===== src/include/mem_consts.svh =====
`ifndef MEM_CONSTS_SVH
`define MEM_CONSTS_SVH

// data and address width
`define XLEN 64

// register file address width
`define REG_AW 5

// data memory holds 2**DMEM_WORDS_LOG2 words of XLEN bits
`define DMEM_WORDS_LOG2 8

// cycles from rw_valid rising until rw_ready
`define DMEM_WAIT 2

`endif


===== src/design/pipe_pkg.sv =====
package pipe_pkg;

  // memory stage request state
  typedef enum logic [1:0] {
    MEM_IDLE = 2'd0,
    MEM_ADDR = 2'd1,
    MEM_RETN = 2'd2
  } mem_state_e;

  // source of the value written back to rd
  typedef enum logic [1:0] {
    WB_SEL_ALU  = 2'd0,
    WB_SEL_LOAD = 2'd1,
    WB_SEL_CSR  = 2'd2
  } wb_sel_e;

endpackage


===== src/design/wb_stage.sv =====
`timescale 1ns/1ps

`include "mem_consts.svh"

module wb_stage (
  input  logic                 clk,
  input  logic                 rst,
  input  logic                 mem_to_wb_valid,
  output logic                 wb_allowin,
  input  logic [`XLEN-1:0]     mem_pc,
  input  logic [31:0]          mem_inst,
  input  logic [`REG_AW-1:0]   mem_rd,
  input  logic                 mem_rd_we,
  input  pipe_pkg::wb_sel_e    mem_wb_sel,
  input  logic [`XLEN-1:0]     mem_result,
  input  logic [`XLEN-1:0]     mem_load_data,
  input  logic [`XLEN-1:0]     mem_csr_data,
  input  logic                 mem_fault,

  output logic                 retire_valid,
  input  logic                 retire_ready,
  output logic [`XLEN-1:0]     retire_pc,
  output logic [31:0]          retire_inst,
  output logic [`REG_AW-1:0]   retire_rd,
  output logic                 retire_we,
  output logic [`XLEN-1:0]     retire_data,
  output logic                 retire_fault
);

  import pipe_pkg::*;

  logic             wb_valid;
  logic [`XLEN-1:0] sel_data;

  assign wb_allowin   = !wb_valid || retire_ready;
  assign retire_valid = wb_valid;

  always_ff @(posedge clk) begin
    if (rst) begin
      wb_valid <= 1'b0;
    end else if (wb_allowin) begin
      wb_valid <= mem_to_wb_valid;
    end
  end

  always_comb begin
    case (mem_wb_sel)
      WB_SEL_LOAD: sel_data = mem_load_data;
      WB_SEL_CSR:  sel_data = mem_csr_data;
      default:     sel_data = mem_result;
    endcase
  end

  always_ff @(posedge clk) begin
    if (mem_to_wb_valid && wb_allowin) begin
      retire_pc    <= mem_pc;
      retire_inst  <= mem_inst;
      retire_rd    <= mem_rd;
      // x0 is hardwired, faulting items never write
      retire_we    <= mem_rd_we && !mem_fault && (mem_rd != '0);
      retire_data  <= sel_data;
      retire_fault <= mem_fault;
    end
  end

  a_retire_hold: assert property (@(posedge clk) disable iff (rst)
    retire_valid && !retire_ready |=> retire_valid && $stable(retire_pc) &&
      $stable(retire_inst) && $stable(retire_rd) && $stable(retire_we) &&
      $stable(retire_data) && $stable(retire_fault));

endmodule


===== config.mk =====
export PLATFORM = sky130hd
export DESIGN_NAME = wb_stage
export DESIGN_NICKNAME = d
export VERILOG_FILES = /design/src/design/pipe_pkg.sv /design/src/design/wb_stage.sv
export VERILOG_INCLUDE_DIRS = /design/src /design/src/include
export SDC_FILE = /design/constraint.sdc
export NUM_CORES = 1
export LEC_CHECK = 0
export CAP_MARGIN = 20
export CORE_AREA = 2 2 184 186
export CTS_CLUSTER_SIZE = 10
export DETAILED_ROUTE_END_ITERATION = 8
export DIE_AREA = 0 0 186 188
export DONT_BUFFER_PORTS = 1
export PLACE_DENSITY = 0.3
export SETUP_SLACK_MARGIN = 0.5
export SYNTH_ARGS = -nofsm -noshare
export SYNTH_HDL_FRONTEND = slang
export SYNTH_SLANG_ARGS = --single-unit
export TNS_END_PERCENT = 50

===== constraint.sdc =====
create_clock -name clk -period 15.59 [get_ports clk]
set_input_delay 3.8975 -clock clk [delete_from_list [all_inputs] [get_ports clk]]
set_output_delay 3.8975 -clock clk [all_outputs]
set_load 0.01 [all_outputs]

==> results.toml <==
[yosys]
synth_nets = 703
netlist.area_leader.share_pct = 77.7
synth_top_cells_by_count = "edfxtp_1, nand2_1, o21ai_1"
ys_ff_latch = 168
yosysWarnings = 0
yosys-top-cells-area = "edfxtp_1, a22oi_1, o21ai_1"
synth_enable_flop_cells = 167
synthCells = 400
ys.flop_type = "edfxtp_1"
synth_most_common_cell = "edfxtp_1"
ys_seq_area_share_pct = 78.0
synth_top_area_cell = "edfxtp_1"
synth_cell_type_count = 20
avgSynthCellArea_sq_um = 16.1
synth_area_sq_um = 6450
async_flop_share_pct = 0

[timing]
slew-limit-headroom_pct = 48.8
drv_slew = 0
rsz0062_at_grt = "no"
fmax_mhz = 125
clock_skew_ns = 0.00858
fin_crit_ns = 7.99
finalHoldViolCount = 0
worstMarginPinSlew_ns = 0.768
finalSetupViolations = 0
period_share_pct = 51.2
finalSetupTns_ns = 0

[detailed_routing]
ant_nets = 0
wl_um = 18900
drtIter0Drc = 165
first_pass_iters = 5
vias = 3552
wl_per_cell_um = 22.1
viasPerCell = 4.15
drc = 0

[worst_setup_path]
required_ns = 11.69
crit_path_top_delay_cell = "nand2b_1"
slowest_delay_ns = 0.19
cp_max_fo = 3
worstPathCellList = "nand2b_1"
crit_buf_inv = 0
cp.arrival_ns = 4.09
critPathLaunchType = "input port"
end_kind = "primary output"
crit_family = "simple AND/OR/NAND/NOR gates"
critPathKind = "in -> out"

[power_and_ir_drop]
sequentialPowerShare_pct = 55.0
internal_power_uw = 780
ir_drop_v = 0.0000698
p_per_area_nw_per_um2 = 141
swShare_pct = 25.1
power.switching_uw = 262
p_leak_uw = 0.00233
pwr-share-clk_pct = 39.6
total_power_uw = 1040
combPwrFrac_pct = 5.4

[outcome]
status = "finished clean"

[placement]
portBuffers = 0
place_congestion = 0.717
hpwlAfterDp_um = 14500

[grt]
use_met2_pct = 18.8
grt-ovfl-total = 0
grt_pass1_vias = 3533
grt_max_degree = 67
use_met3_pct = 5.28
antenna_found_initial = 2
met1_usage_pct = 9.21
top_usage_layer = "met2"
grt_first_pass_wirelength_um = 24700
grt.total_usage_pct = 10.2

[clocking]
clkTransAtPathRegs_ns = 0.07
cts_hold_buf = 0
h-tree-depth = 4
tritoncts = "done"
ctsResizeCount = 0
cts_buffers = 17
root_buffer = "clkbuf_16"
clock_sinks = 168
clkLatencyLatePin_ns = 0.43
cts_setup_buffers = 0
clockBufferDepth = 2

[floorplanning]
die_h_um = 188
std_cell_rows = 67
dieArea_sq_um = 35000
initial_core_util_pct = 19.5
num_io_pins = 470
die_x_um = 186
core_area_sq_um = 33100

[cells_and_area]
area_delta_synth_final_pct = 14.8
num-fill-cells = 3466
nNetsFinal = 698
antenna_cells = 0
drive_gt1_share_pct = 13.5

[min_path]
hold_class = "reg -> reg"

[job]
maxCapViolations = 0
[area by class of cell]
| class | count | area (sq um) | share of cell area, % |
|---|---|---|---|
| tap | 448 | 561 | 7.57 |
| inverter | 3 | 11.3 | 0.152 |
| clock inverter | 14 | 140 | 1.89 |
| multi-input combinational | 201 | 1200 | 16.2 |
| clock buffer | 18 | 429 | 5.79 |
| timing repair buffer | 4 | 30.0 | 0.405 |
| sequential | 168 | 5030 | 68.0 |
[state kept, by name, summed over array words and instances (netlist names)]
signal / count
retire_valid: 1
retire_pc: 64
retire_inst: 32
retire_we: 1
retire_rd: 5
retire_fault: 1
retire_data: 64
[cell families after synthesis]
| logic type | count (synthesis) | share of synthesized area (%) |
|---|---|---|
| DFF | 168 | 78.0 |
| AOI/OAI and AO/OA | 130 | 13.8 |
| adders and majority gates | 2 | 0.388 |
| and+or+nand+nor | 69 | 4.15 |
| buffers and inverters | 31 | 3.63 |
[per-layer routing]
metal	share of wire [%]	vias up
met3	11	22
met4	1.8	4
li1	-	1543
met1	33	1698
met2	54	285
met5	0.14	-
[path summary, 6_finish.rpt]
check                     to  slack, ns          from  cells after the start
max               wb_allowin       7.60  retire_ready                      1
min reg2reg     retire_valid       0.66  retire_valid                      2
min             retire_valid       0.66  retire_valid                      2
max reg2reg  retire_data[52]      12.56  retire_valid                      4
[power by group through the flow]
stage               clock network, uW  registers, uW  logic [uW]
detailed placement                  0            584        58.4
global route                      453            577        63.6
global placement                    0            586        56.0
finish                            412            573        55.9
CTS                               434            575        57.8
floorplan                           0            576        47.3
[placed cells by master (no fill, tap or decap)]
cell and instances:
clkinvlp_4 2, dfxtp_1 1, clkbuf_16 17, a21oi_1 2, inv_6 4, bufinv_16 1, inv_1 3, nand2_1 64
o21ai_1 55, clkinv_8 1, ha_2 1, ha_4 1, o21ai_2 5, a22oi_2 12, edfxtp_1 167, o21ai_0 4
a22oi_1 52, inv_8 1, clkinv_4 2, nor2_1 1, and2_4 1, clkbuf_1 1, nand2b_1 2, buf_4 4
nor3_1 1, clkinv_2 3
[metrics by stage]
stage / utilization, % / std cells / hold WS, ns / worst slack [ns] / area, sq um
after detailed placement: 20.6 / 824 / 0.653 / 7.60 / 6840
final: 22.4 / 856 / 0.659 / 7.60 / 7410
after global placement: 20.6 / 824 / 0.650 / 7.60 / 6840
after global routing: 22.4 / 856 / 0.706 / 7.58 / 7410
after floorplan: - / 400 / 0.593 / 7.11 / 6450
after CTS: 22.4 / 856 / 0.663 / 7.60 / 7410
(Power assumes the default switching activity.)
