===== src/include/mem_consts.svh =====
`ifndef MEM_CONSTS_SVH
`define MEM_CONSTS_SVH

// data and address width
`define XLEN 64

// register file address width
`define REG_AW 5

// data memory holds 2**DMEM_WORDS_LOG2 words of XLEN bits
`define DMEM_WORDS_LOG2 8

// cycles from rw_valid rising until rw_ready
`define DMEM_WAIT 2

`endif


===== src/design/isa_pkg.sv =====
package isa_pkg;

  typedef enum logic [2:0] {
    LOAD_NONE = 3'd0,
    LOAD_LB   = 3'd1,
    LOAD_LH   = 3'd2,
    LOAD_LW   = 3'd3,
    LOAD_LD   = 3'd4,
    LOAD_LBU  = 3'd5,
    LOAD_LHU  = 3'd6,
    LOAD_LWU  = 3'd7
  } load_op_e;

  typedef enum logic [2:0] {
    STORE_NONE = 3'd0,
    STORE_SB   = 3'd1,
    STORE_SH   = 3'd2,
    STORE_SW   = 3'd3,
    STORE_SD   = 3'd4
  } store_op_e;

  // access size in bytes is 1 << size
  typedef enum logic [1:0] {
    SIZE_B = 2'd0,
    SIZE_H = 2'd1,
    SIZE_W = 2'd2,
    SIZE_D = 2'd3
  } size_e;

  typedef enum logic [1:0] {
    RESP_OKAY  = 2'b00,
    RESP_ERROR = 2'b10
  } resp_e;

endpackage


===== src/design/pipe_pkg.sv =====
package pipe_pkg;

  // memory stage request state
  typedef enum logic [1:0] {
    MEM_IDLE = 2'd0,
    MEM_ADDR = 2'd1,
    MEM_RETN = 2'd2
  } mem_state_e;

  // source of the value written back to rd
  typedef enum logic [1:0] {
    WB_SEL_ALU  = 2'd0,
    WB_SEL_LOAD = 2'd1,
    WB_SEL_CSR  = 2'd2
  } wb_sel_e;

endpackage


===== src/design/mem_stage.sv =====
`timescale 1ns/1ps

`include "mem_consts.svh"

module mem_stage (
  input  logic                   clk,
  input  logic                   rst,

  input  logic                   ex_valid,
  input  logic [`XLEN-1:0]       ex_pc,
  input  logic [31:0]            ex_inst,
  input  logic [`XLEN-1:0]       ex_addr,
  input  logic [`XLEN-1:0]       ex_store_data,
  input  logic [`XLEN-1:0]       ex_result,
  input  logic [`XLEN-1:0]       ex_csr_data,
  input  isa_pkg::load_op_e      ex_load_op,
  input  isa_pkg::store_op_e     ex_store_op,
  input  logic [`REG_AW-1:0]     ex_rd,
  input  logic                   ex_rd_we,
  input  pipe_pkg::wb_sel_e      ex_wb_sel,
  output logic                   mem_allowin,

  output logic                   mem_to_wb_valid,
  input  logic                   wb_allowin,
  output logic [`XLEN-1:0]       mem_pc,
  output logic [31:0]            mem_inst,
  output logic [`REG_AW-1:0]     mem_rd,
  output logic                   mem_rd_we,
  output pipe_pkg::wb_sel_e      mem_wb_sel,
  output logic [`XLEN-1:0]       mem_result,
  output logic [`XLEN-1:0]       mem_load_data,
  output logic [`XLEN-1:0]       mem_csr_data,
  output logic                   mem_fault,

  output logic [`REG_AW-1:0]     fwd_rd,
  output logic                   fwd_we,
  output logic [`XLEN-1:0]       fwd_data,

  output logic                   rw_valid,
  input  logic                   rw_ready,
  output logic                   rw_write,
  output logic [`XLEN-1:0]       rw_addr,
  output logic [`XLEN-1:0]       rw_wdata,
  output isa_pkg::size_e         rw_size,
  input  logic [`XLEN-1:0]       rw_rdata,
  input  isa_pkg::resp_e         rw_resp
);

  import isa_pkg::*;
  import pipe_pkg::*;

  logic             mem_valid;
  logic             ready_go;
  logic             ex_fire;
  logic             ex_is_mem;
  logic             rw_fire;
  mem_state_e       state_q;
  mem_state_e       state_d;
  load_op_e         load_op_q;
  store_op_e        store_op_q;
  logic [`XLEN-1:0] addr_q;
  logic [`XLEN-1:0] store_data_q;
  logic [`XLEN-1:0] load_ext;

  assign ex_is_mem = (ex_load_op != LOAD_NONE) || (ex_store_op != STORE_NONE);
  assign ex_fire   = ex_valid && mem_allowin;
  assign rw_fire   = rw_valid && rw_ready;

  // non-memory items are done as soon as they arrive
  assign ready_go = (state_q == MEM_RETN) ||
                    ((load_op_q == LOAD_NONE) && (store_op_q == STORE_NONE));
  assign mem_allowin     = !mem_valid || (ready_go && wb_allowin);
  assign mem_to_wb_valid = mem_valid && ready_go;

  always_ff @(posedge clk) begin
    if (rst) begin
      mem_valid  <= 1'b0;
      load_op_q  <= LOAD_NONE;
      store_op_q <= STORE_NONE;
    end else if (mem_allowin) begin
      mem_valid  <= ex_valid;
      load_op_q  <= ex_valid ? ex_load_op : LOAD_NONE;
      store_op_q <= ex_valid ? ex_store_op : STORE_NONE;
    end
  end

  always_ff @(posedge clk) begin
    if (ex_fire) begin
      mem_pc       <= ex_pc;
      mem_inst     <= ex_inst;
      mem_rd       <= ex_rd;
      mem_rd_we    <= ex_rd_we;
      mem_wb_sel   <= ex_wb_sel;
      mem_result   <= ex_result;
      mem_csr_data <= ex_csr_data;
      addr_q       <= ex_addr;
      store_data_q <= ex_store_data;
    end
  end

  always_ff @(posedge clk) begin
    if (rst) begin
      state_q <= MEM_IDLE;
    end else begin
      state_q <= state_d;
    end
  end

  always_comb begin
    state_d = state_q;
    case (state_q)
      MEM_IDLE: begin
        if (ex_fire && ex_is_mem) begin
          state_d = MEM_ADDR;
        end
      end
      MEM_ADDR: begin
        if (rw_ready) begin
          state_d = MEM_RETN;
        end
      end
      MEM_RETN: begin
        // item leaves this edge, next one may start a request right away
        if (mem_allowin) begin
          state_d = (ex_fire && ex_is_mem) ? MEM_ADDR : MEM_IDLE;
        end
      end
      default: state_d = MEM_IDLE;
    endcase
  end

  assign rw_valid = (state_q == MEM_ADDR);
  assign rw_write = (store_op_q != STORE_NONE);
  assign rw_addr  = addr_q;

  always_comb begin
    rw_size = SIZE_D;
    case (load_op_q)
      LOAD_LB, LOAD_LBU: rw_size = SIZE_B;
      LOAD_LH, LOAD_LHU: rw_size = SIZE_H;
      LOAD_LW, LOAD_LWU: rw_size = SIZE_W;
      default: ;
    endcase
    case (store_op_q)
      STORE_SB: rw_size = SIZE_B;
      STORE_SH: rw_size = SIZE_H;
      STORE_SW: rw_size = SIZE_W;
      default: ;
    endcase
  end

  // only the low bytes of the store are meaningful
  always_comb begin
    case (rw_size)
      SIZE_B:  rw_wdata = `XLEN'(store_data_q[7:0]);
      SIZE_H:  rw_wdata = `XLEN'(store_data_q[15:0]);
      SIZE_W:  rw_wdata = `XLEN'(store_data_q[31:0]);
      default: rw_wdata = store_data_q;
    endcase
  end

  always_comb begin
    case (load_op_q)
      LOAD_LB:  load_ext = {{(`XLEN-8){rw_rdata[7]}}, rw_rdata[7:0]};
      LOAD_LH:  load_ext = {{(`XLEN-16){rw_rdata[15]}}, rw_rdata[15:0]};
      LOAD_LW:  load_ext = {{(`XLEN-32){rw_rdata[31]}}, rw_rdata[31:0]};
      LOAD_LBU: load_ext = `XLEN'(rw_rdata[7:0]);
      LOAD_LHU: load_ext = `XLEN'(rw_rdata[15:0]);
      LOAD_LWU: load_ext = `XLEN'(rw_rdata[31:0]);
      default:  load_ext = rw_rdata;
    endcase
  end

  always_ff @(posedge clk) begin
    if (rw_fire) begin
      mem_load_data <= load_ext;
    end
  end

  always_ff @(posedge clk) begin
    if (rst) begin
      mem_fault <= 1'b0;
    end else if (rw_fire) begin
      mem_fault <= (rw_resp != RESP_OKAY);
    end else if (ex_fire) begin
      mem_fault <= 1'b0;
    end
  end

  // view of the pending register write, load value valid once done
  assign fwd_rd = mem_valid ? mem_rd : '0;
  assign fwd_we = mem_valid && mem_rd_we;

  always_comb begin
    fwd_data = '0;
    if (mem_valid) begin
      case (mem_wb_sel)
        WB_SEL_LOAD: fwd_data = mem_load_data;
        WB_SEL_CSR:  fwd_data = mem_csr_data;
        default:     fwd_data = mem_result;
      endcase
    end
  end

  // request held unchanged until data memory answers
  a_rw_stable: assert property (@(posedge clk) disable iff (rst)
    rw_valid && !rw_ready |=> rw_valid && $stable(rw_addr) && $stable(rw_wdata) &&
                              $stable(rw_size) && $stable(rw_write));

  a_one_mem_op: assert property (@(posedge clk) disable iff (rst)
    ex_valid |-> !((ex_load_op != LOAD_NONE) && (ex_store_op != STORE_NONE)));

endmodule


===== config.mk =====
export PLATFORM = sky130hd
export DESIGN_NAME = mem_stage
export DESIGN_NICKNAME = d
export VERILOG_FILES = /design/src/design/isa_pkg.sv /design/src/design/pipe_pkg.sv /design/src/design/mem_stage.sv
export VERILOG_INCLUDE_DIRS = /design/src /design/src/include
export SDC_FILE = /design/constraint.sdc
export NUM_CORES = 1
export LEC_CHECK = 0
export BUFFER_PORTS_ARGS = -buffer_cell sky130_fd_sc_hd__buf_2
export CAP_MARGIN = 20
export CORE_AREA = 2 2 367 369
export DETAILED_ROUTE_END_ITERATION = 12
export DIE_AREA = 0 0 369 371
export GPL_TIMING_DRIVEN = 0
export PLACE_DENSITY_LB_ADDON = 0.3
export SYNTH_ARGS = -nofsm -noshare
export SYNTH_HDL_FRONTEND = slang
export SYNTH_SLANG_ARGS = --single-unit

===== constraint.sdc =====
create_clock -name clk -period 17.9 [get_ports clk]
set_input_delay 2.685 -clock clk [delete_from_list [all_inputs] [get_ports clk]]
set_output_delay 2.685 -clock clk [all_outputs]
set_load 0.03 [all_outputs]

==> results of run 1 <==
[registers in the layout (all words and copies together) (netlist names)]
register / count
mem_csr_data: 64
mem_load_data: 64
mem_pc: 64
mem_result: 64
rw_addr: 64
store_data_q: 64
mem_inst: 32
mem_rd: 5
load_op_q: 3
store_op_q: 3
mem_wb_sel: 2
state_q: 2
mem_fault: 1
mem_rd_we: 1
mem_valid: 1
[placed cells by master, fill, tap and decap left out, types with 10 or more instances in the layout]
cell type	Yosys	final
buf_2	1	937
edfxtp_1	424	424
and2_1	126	126
nand2_1	76	76
a22oi_1	65	65
o21ai_0	64	64
clkbuf_16	0	59
a21o_1	58	58
clkbuf_1	44	48
clkinv_1	0	14
buf_12	0	12
diode_2	0	11
clkinv_2	0	11
dfxtp_1	10	10
[final cells by class]
cell class                      count  area share, %
Sequential cell                   434           51.4
Tap cell                         1768           8.79
Inverter                            7          0.114
Multi-Input combinational cell    443           10.9
Timing Repair Buffer              955           20.0
Clock inverter                     48           1.73
Antenna cell                       11          0.109
Clock buffer                       64           5.94
Buffer                             61           1.04
[per-stage QoR]
| stage | setup WS [ns] | instance area (um^2) |
|---|---|---|
| global placement | 5.39 | 22800 |
| detailed placement | 11.62 | 23200 |
| floorplan | 8.82 | 15900 |
| global route | 11.17 | 25100 |
| CTS | 11.19 | 25100 |
| finish | 11.55 | 25200 |
[per-layer routing]
| metal | global-route usage [%] | vias up | wire length [um] |
|---|---|---|---|
| met5 | 0 | - | 440 |
| met2 | 22.6 | 679 | 46500 |
| met1 | 15.6 | 6296 | 37500 |
| met3 | 5.32 | 171 | 9380 |
| met4 | 2.70 | 74 | 1900 |
| li1 | - | 5624 | - |
[worst min-delay path, stage by stage, from the launching register on]
cell     delay (ns)
dfxtp_1        0.33
nand2_1        0.06
a21oi_1        0.05
[worst max path at each step]
stage | start | to | slack, ns
3_3_place_gp | ex_valid | rw_addr[48] | 5.39
3_5_place_dp | wb_allowin | mem_allowin | 11.62
5_1_grt | load_op_q[0] | rw_wdata[39] | 11.17
4_1_cts | load_op_q[1] | rw_wdata[53] | 11.19
2_1_floorplan | ex_valid | state_q[0] | 8.82
6_report | load_op_q[1] | rw_wdata[51] | 11.55
[power by group through the flow]
stage / registers, mW / clock network, mW / logic, mW
after floorplan: 1.40 / 0 / 0.179
after global placement: 1.31 / 0 / 0.567
after detailed placement: 1.28 / 0 / 0.587
after CTS: 1.26 / 1.25 / 0.588
after global routing: 1.27 / 1.28 / 0.606
final: 1.26 / 1.19 / 0.570
[kinds of logic (layout without fill, tap and decap cells)]
logic type               Yosys count  count (layout)  synth area share (%)
AO/OA/AOI/OAI                    204             204                  8.67
adder cells (fa/ha/maj)            7               7                 0.549
buffers and inverters             68            1135                  1.80
flip-flops                       434             434                  81.1
other                              0              11                     0
AND/OR/NAND/NOR                  232             232                  7.86
==> impl_metrics.toml, run 1 <==
[die]
io_pins = 938
start_util_pct = 12.0
dieHeight_um = 371
dieArea_mm2 = 0.137
core-area_mm2 = 0.133
rows = 134
dieWidth_um = 369

[timing]
layout_min_cycle_time_ns = 6.35
fin_skew_ns = 0.0344
hold_ws_ns = 0.494
max_freq_mhz = 157
tns_ns = 0
finalCritPeriodShare_pct = 35.5
drv_slew = 0
tightest_slew_ns = 1.21
rsz0062_at_grt = "no"
maxSlewHeadroom_pct = 19.0
setup_violations = 0
hold_violations = 0

[worst_setup_path]
critPathMaxFanout = 10
criticalPathCategory = "reg -> out"
critPathSlowestCell = "clkbuf_1"
cp_num_buf_inv = 4
path_depth = 8
startpoint_type = "register"
r2r_end = "mem_pc[32]"
slowest_delay_ns = 0.64
r2r_cells = 8
r2r_setup_slack_ns = 14.51
cp-end-kind = "output port"
critical_path.top_delay_family = "buffers and inverters"
cp_cell_sequence = "inv_1 -> ha_1 -> clkbuf_1 -> nor2_1 -> nor2_1 -> clkbuf_1 -> and2_1 -> buf_2"
worstPathRequired_ns = 15.21
timing.rr.start = "store_op_q[2]"
arrival_ns = 3.67

[job]
drv_cap = 0

[yosys]
syn_area_per_cell_um2 = 16.9
synth_top_area_share_pct = 79.9
yosysTopAreaCell = "edfxtp_1"
synthArstFlopShare_pct = 0
synth_area_mm2 = 0.0159
ys_warn_count = 0
synth_edf_count = 424
synthTopCellsByArea = "edfxtp_1 80%, and2_1 4.9%, a22oi_1 3.1%, a21o_1 2.7%, o21ai_0 2.0%"
yosys-top-cells-count = "424 x edfxtp_1, 126 x and2_1, 76 x nand2_1, 65 x a22oi_1, 64 x o21ai_0"
synth_seq_cells = 434
syn-num-nets = 1389
postSynthCellCount = 945
seq_area_frac_synth_pct = 81.1
synth_ff_type = "edfxtp_1"
synth.distinct_cells = 36
synth_most_common_cell = "edfxtp_1"

[final_layout]
fin_cells = 3791
seq_area_mm2 = 0.0129
multi_input_area_mm2 = 0.00273
filler_cell_count = 14800
fin_nets = 2405
layout-drive-gt1-share_pct = 53.0
final_util_pct = 19.0
synthToLayoutAreaGrowth_pct = 57.9

[route]
wire_per_inst_um = 25.2
drt-initial-drc-count = 769
post-route-drc-count = 0
vias = 12800
first_pass_iters = 5
viasPerCell = 3.39
drt_wl_total_um = 95700
postRouteAntennaNets = 0

[placement]
hpwl_um = 80500
port-buffer-count = 936
dpl.cell_count = 3668
gp_congestion = 0.827

[clocking]
cts_hold_buf = 0
cts_tree = "yes"
post-cts-setup-buffers = 0
cts_resized = 0
h-tree-depth = 2
clock-sinks = 434
cts.root.buffer_cell = "clkbuf_16"
clk_pin_slew_ns = 0.06
cts_made_buffers = 59
clkLatencyLatePin_ns = 0.68
cts_max_path_buffers = 3

[min_path]
hp-start = "store_op_q[1]"
whs_path_depth = 2
hp-class = "reg -> reg"
hold_end = "store_op_q[1]"

[power]
clockPowerShare_pct = 39.5
vdd_drop_max_mv = 0.0709
pwr-share-comb_pct = 18.9
intPower_mw = 2.05
p_sw_mw = 0.972
pwr-share-seq_pct = 41.6
swShare_pct = 32.2
p_leak_nw = 10.5
p_per_area_mw_per_mm2 = 120
power.total_mw = 3.02

[grt]
track_usage_pct = 13.2
grt_pass1_wl_um = 120000
grt_pass1_vias = 12900
grt_max_degree = 34
antenna_found_initial = 70
overflow = 0

[status]
outcome = "finished, final reports clean"
(Power assumes the default switching activity.)
==> inputs of run 2 (changes only) <==
--- a/config.mk
+++ b/config.mk
@@ -8,9 +8,9 @@
 export LEC_CHECK = 0
 export BUFFER_PORTS_ARGS = -buffer_cell sky130_fd_sc_hd__buf_2
 export CAP_MARGIN = 20
-export CORE_AREA = 2 2 367 369
+export CORE_AREA = 2 2 369 371
 export DETAILED_ROUTE_END_ITERATION = 12
-export DIE_AREA = 0 0 369 371
+export DIE_AREA = 0 0 371 373
 export GPL_TIMING_DRIVEN = 0
 export PLACE_DENSITY_LB_ADDON = 0.3
 export SYNTH_ARGS = -nofsm -noshare
==> constraint.sdc (replaced) <==
create_clock -name clk -period 5.4 [get_ports clk]
set_input_delay 0.81 -clock clk [delete_from_list [all_inputs] [get_ports clk]]
set_output_delay 0.81 -clock clk [all_outputs]
set_load 0.03 [all_outputs]
==> run 2 against run 1 <==
  * Register-to-register slack got worse by 12 ns
  * Clock-buffer cell count fell by 1
  * Via count fell by 0.47%
  * Die area rose by 1.1%
  * Final cell count barely moved
  * Clock power rose to 3.4 times the previous value
  * Largest power group unchanged
==> impl_metrics.toml, run 2 (same netlist as run 1, synthesis figures left out) <==
[clocking]
h-tree-depth = 2
cts_resized = 0
cts.root.buffer_cell = "clkbuf_16"
cts_tree = "yes"
cts_hold_buf = 0
cts_max_path_buffers = 3
cts_made_buffers = 57
clkLatencyLatePin_ns = 0.68
clk_pin_slew_ns = 0.06
clock-sinks = 434
post-cts-setup-buffers = 0

[worst_setup_path]
criticalPathCategory = "reg -> out"
cp-end-kind = "output port"
r2r_cells = 7
worstPathRequired_ns = 4.59
r2r_end = "mem_result[41]"
timing.rr.start = "store_op_q[0]"
arrival_ns = 3.48
critPathMaxFanout = 10
r2r_setup_slack_ns = 2.38
startpoint_type = "register"

[power]
p_per_area_mw_per_mm2 = 401
vdd_drop_max_mv = 0.241
intPower_mw = 6.98
pwr-share-seq_pct = 41.2
clockPowerShare_pct = 40.6
power.total_mw = 10.1
swShare_pct = 31.0
p_sw_mw = 3.14
p_leak_nw = 10.5
pwr-share-comb_pct = 18.3

[grt]
grt_pass1_wl_um = 117000
grt_pass1_vias = 12700
grt_max_degree = 36
track_usage_pct = 12.6
antenna_found_initial = 75
overflow = 0

[route]
post-route-drc-count = 0
postRouteAntennaNets = 0
drt_wl_total_um = 91400
vias = 12800
first_pass_iters = 5
viasPerCell = 3.37
wire_per_inst_um = 24.1
drt-initial-drc-count = 690

[status]
outcome = "finished, final reports clean"

[placement]
hpwl_um = 77200
port-buffer-count = 936
gp_congestion = 0.835

[final_layout]
synthToLayoutAreaGrowth_pct = 58.4
fin_nets = 2402
mostFrequentLayoutCell = "buf_2"
layout-drive-gt1-share_pct = 53.3
filler_cell_count = 14900
final_cell_mix = "937 x buf_2, 424 x edfxtp_1, 126 x and2_1"

[timing]
tightest_slew_ns = 0.955
tns_ns = 0
fin_skew_ns = 0.0592
drv_slew = 0
hold_violations = 0
layout_min_cycle_time_ns = 4.29
finalCritPeriodShare_pct = 79.4
rsz0062_at_grt = "no"
setup_violations = 0
max_freq_mhz = 233
maxSlewHeadroom_pct = 36.3

[die]
dieHeight_um = 373
rows = 135
dieArea_mm2 = 0.138
start_util_pct = 11.8
io_pins = 938
core-area_mm2 = 0.135
dieWidth_um = 371

[min_path]
whs_path_depth = 1
hold_end = "mem_inst[6]"
hp-class = "in -> reg"
hp-start = "ex_inst[6]"

[job]
drv_cap = 0
## run 2: cell count changes in the layout (fill, tap and decap cells not counted), moves of 2 or more
| cell | previous run | this run |
|---|---|---|
| buf_6 | 2 | 0 |
| clkbuf_16 | 59 | 57 |
| bufinv_16 | 5 | 10 |
| clkinv_1 | 14 | 5 |
| diode_2 | 11 | 6 |
## run 2: cell type report
class                   instances  area [um^2]  area share (%)
multi-input cells             443         2730            10.8
plain buffers                  61          262            1.04
flip-flops and latches        434        12900            51.2
inverters                       7         28.8           0.114
well taps                    1781         2230            8.83
repair buffers                954         5040            20.0
diodes                          6         15.0          0.0595
clock inverters                43          556            2.20
clock buffers                  63         1450            5.74
## run 2: worst max path at each step
stage             startpoint          endpoint  slack, ns  cells after the start
2_1_floorplan  store_op_q[1]        state_q[0]      -1.71                      4
3_3_place_gp        ex_valid  mem_csr_data[43]      -5.06                      3
3_5_place_dp    load_op_q[0]      rw_wdata[35]       1.45                      8
4_1_cts         load_op_q[0]      rw_wdata[35]       0.74                      8
5_1_grt         load_op_q[0]      rw_wdata[35]       0.69                      8
6_report        load_op_q[0]      rw_wdata[42]       1.11                      8
## run 2: critical path, cell delays in order, from the launching register on
cell,delay (ns)
dfxtp_1,0.34
inv_1,0.12
ha_1,0.17
clkbuf_1,0.57
nor2_1,0.27
nor2_1,0.39
clkbuf_1,0.44
and2_1,0.26
buf_2,0.28
## run 2: per-stage QoR
stage / hold WS (ns) / utilization, % / instance area [um^2] / setup slack [ns] / cells
global route: 0.242 / 18.8 / 25200 / 0.688 / 3791
finish: 0.301 / 18.8 / 25200 / 1.11 / 3792
detailed placement: 0.465 / 17.3 / 23200 / 1.45 / 3680
global placement: 0.464 / 17.0 / 22900 / -5.06 / 3662
floorplan: 0.446 / - / 15900 / -1.71 / 945
CTS: 0.222 / 18.7 / 25200 / 0.744 / 3786
## run 2: power groups by stage
| stage | clock, mW | combinational, mW | sequential (mW) |
|---|---|---|---|
| 6_report | 4.10 | 1.85 | 4.16 |
| 3_5_place_dp | 0 | 1.91 | 4.24 |
| 3_3_place_gp | 0 | 1.84 | 4.33 |
| 4_1_cts | 4.28 | 1.91 | 4.17 |
| 5_1_grt | 4.36 | 1.98 | 4.19 |
| 2_1_floorplan | 0 | 0.595 | 4.65 |
## run 2: routing by layer
layer | vias up | part of all wire, % | track usage, %
met3 | 187 | 12 | 6.26
met5 | - | 0.67 | 0
li1 | 5596 | - | -
met4 | 96 | 1.9 | 2.69
met1 | 6244 | 37 | 14.2
met2 | 660 | 48 | 21.4
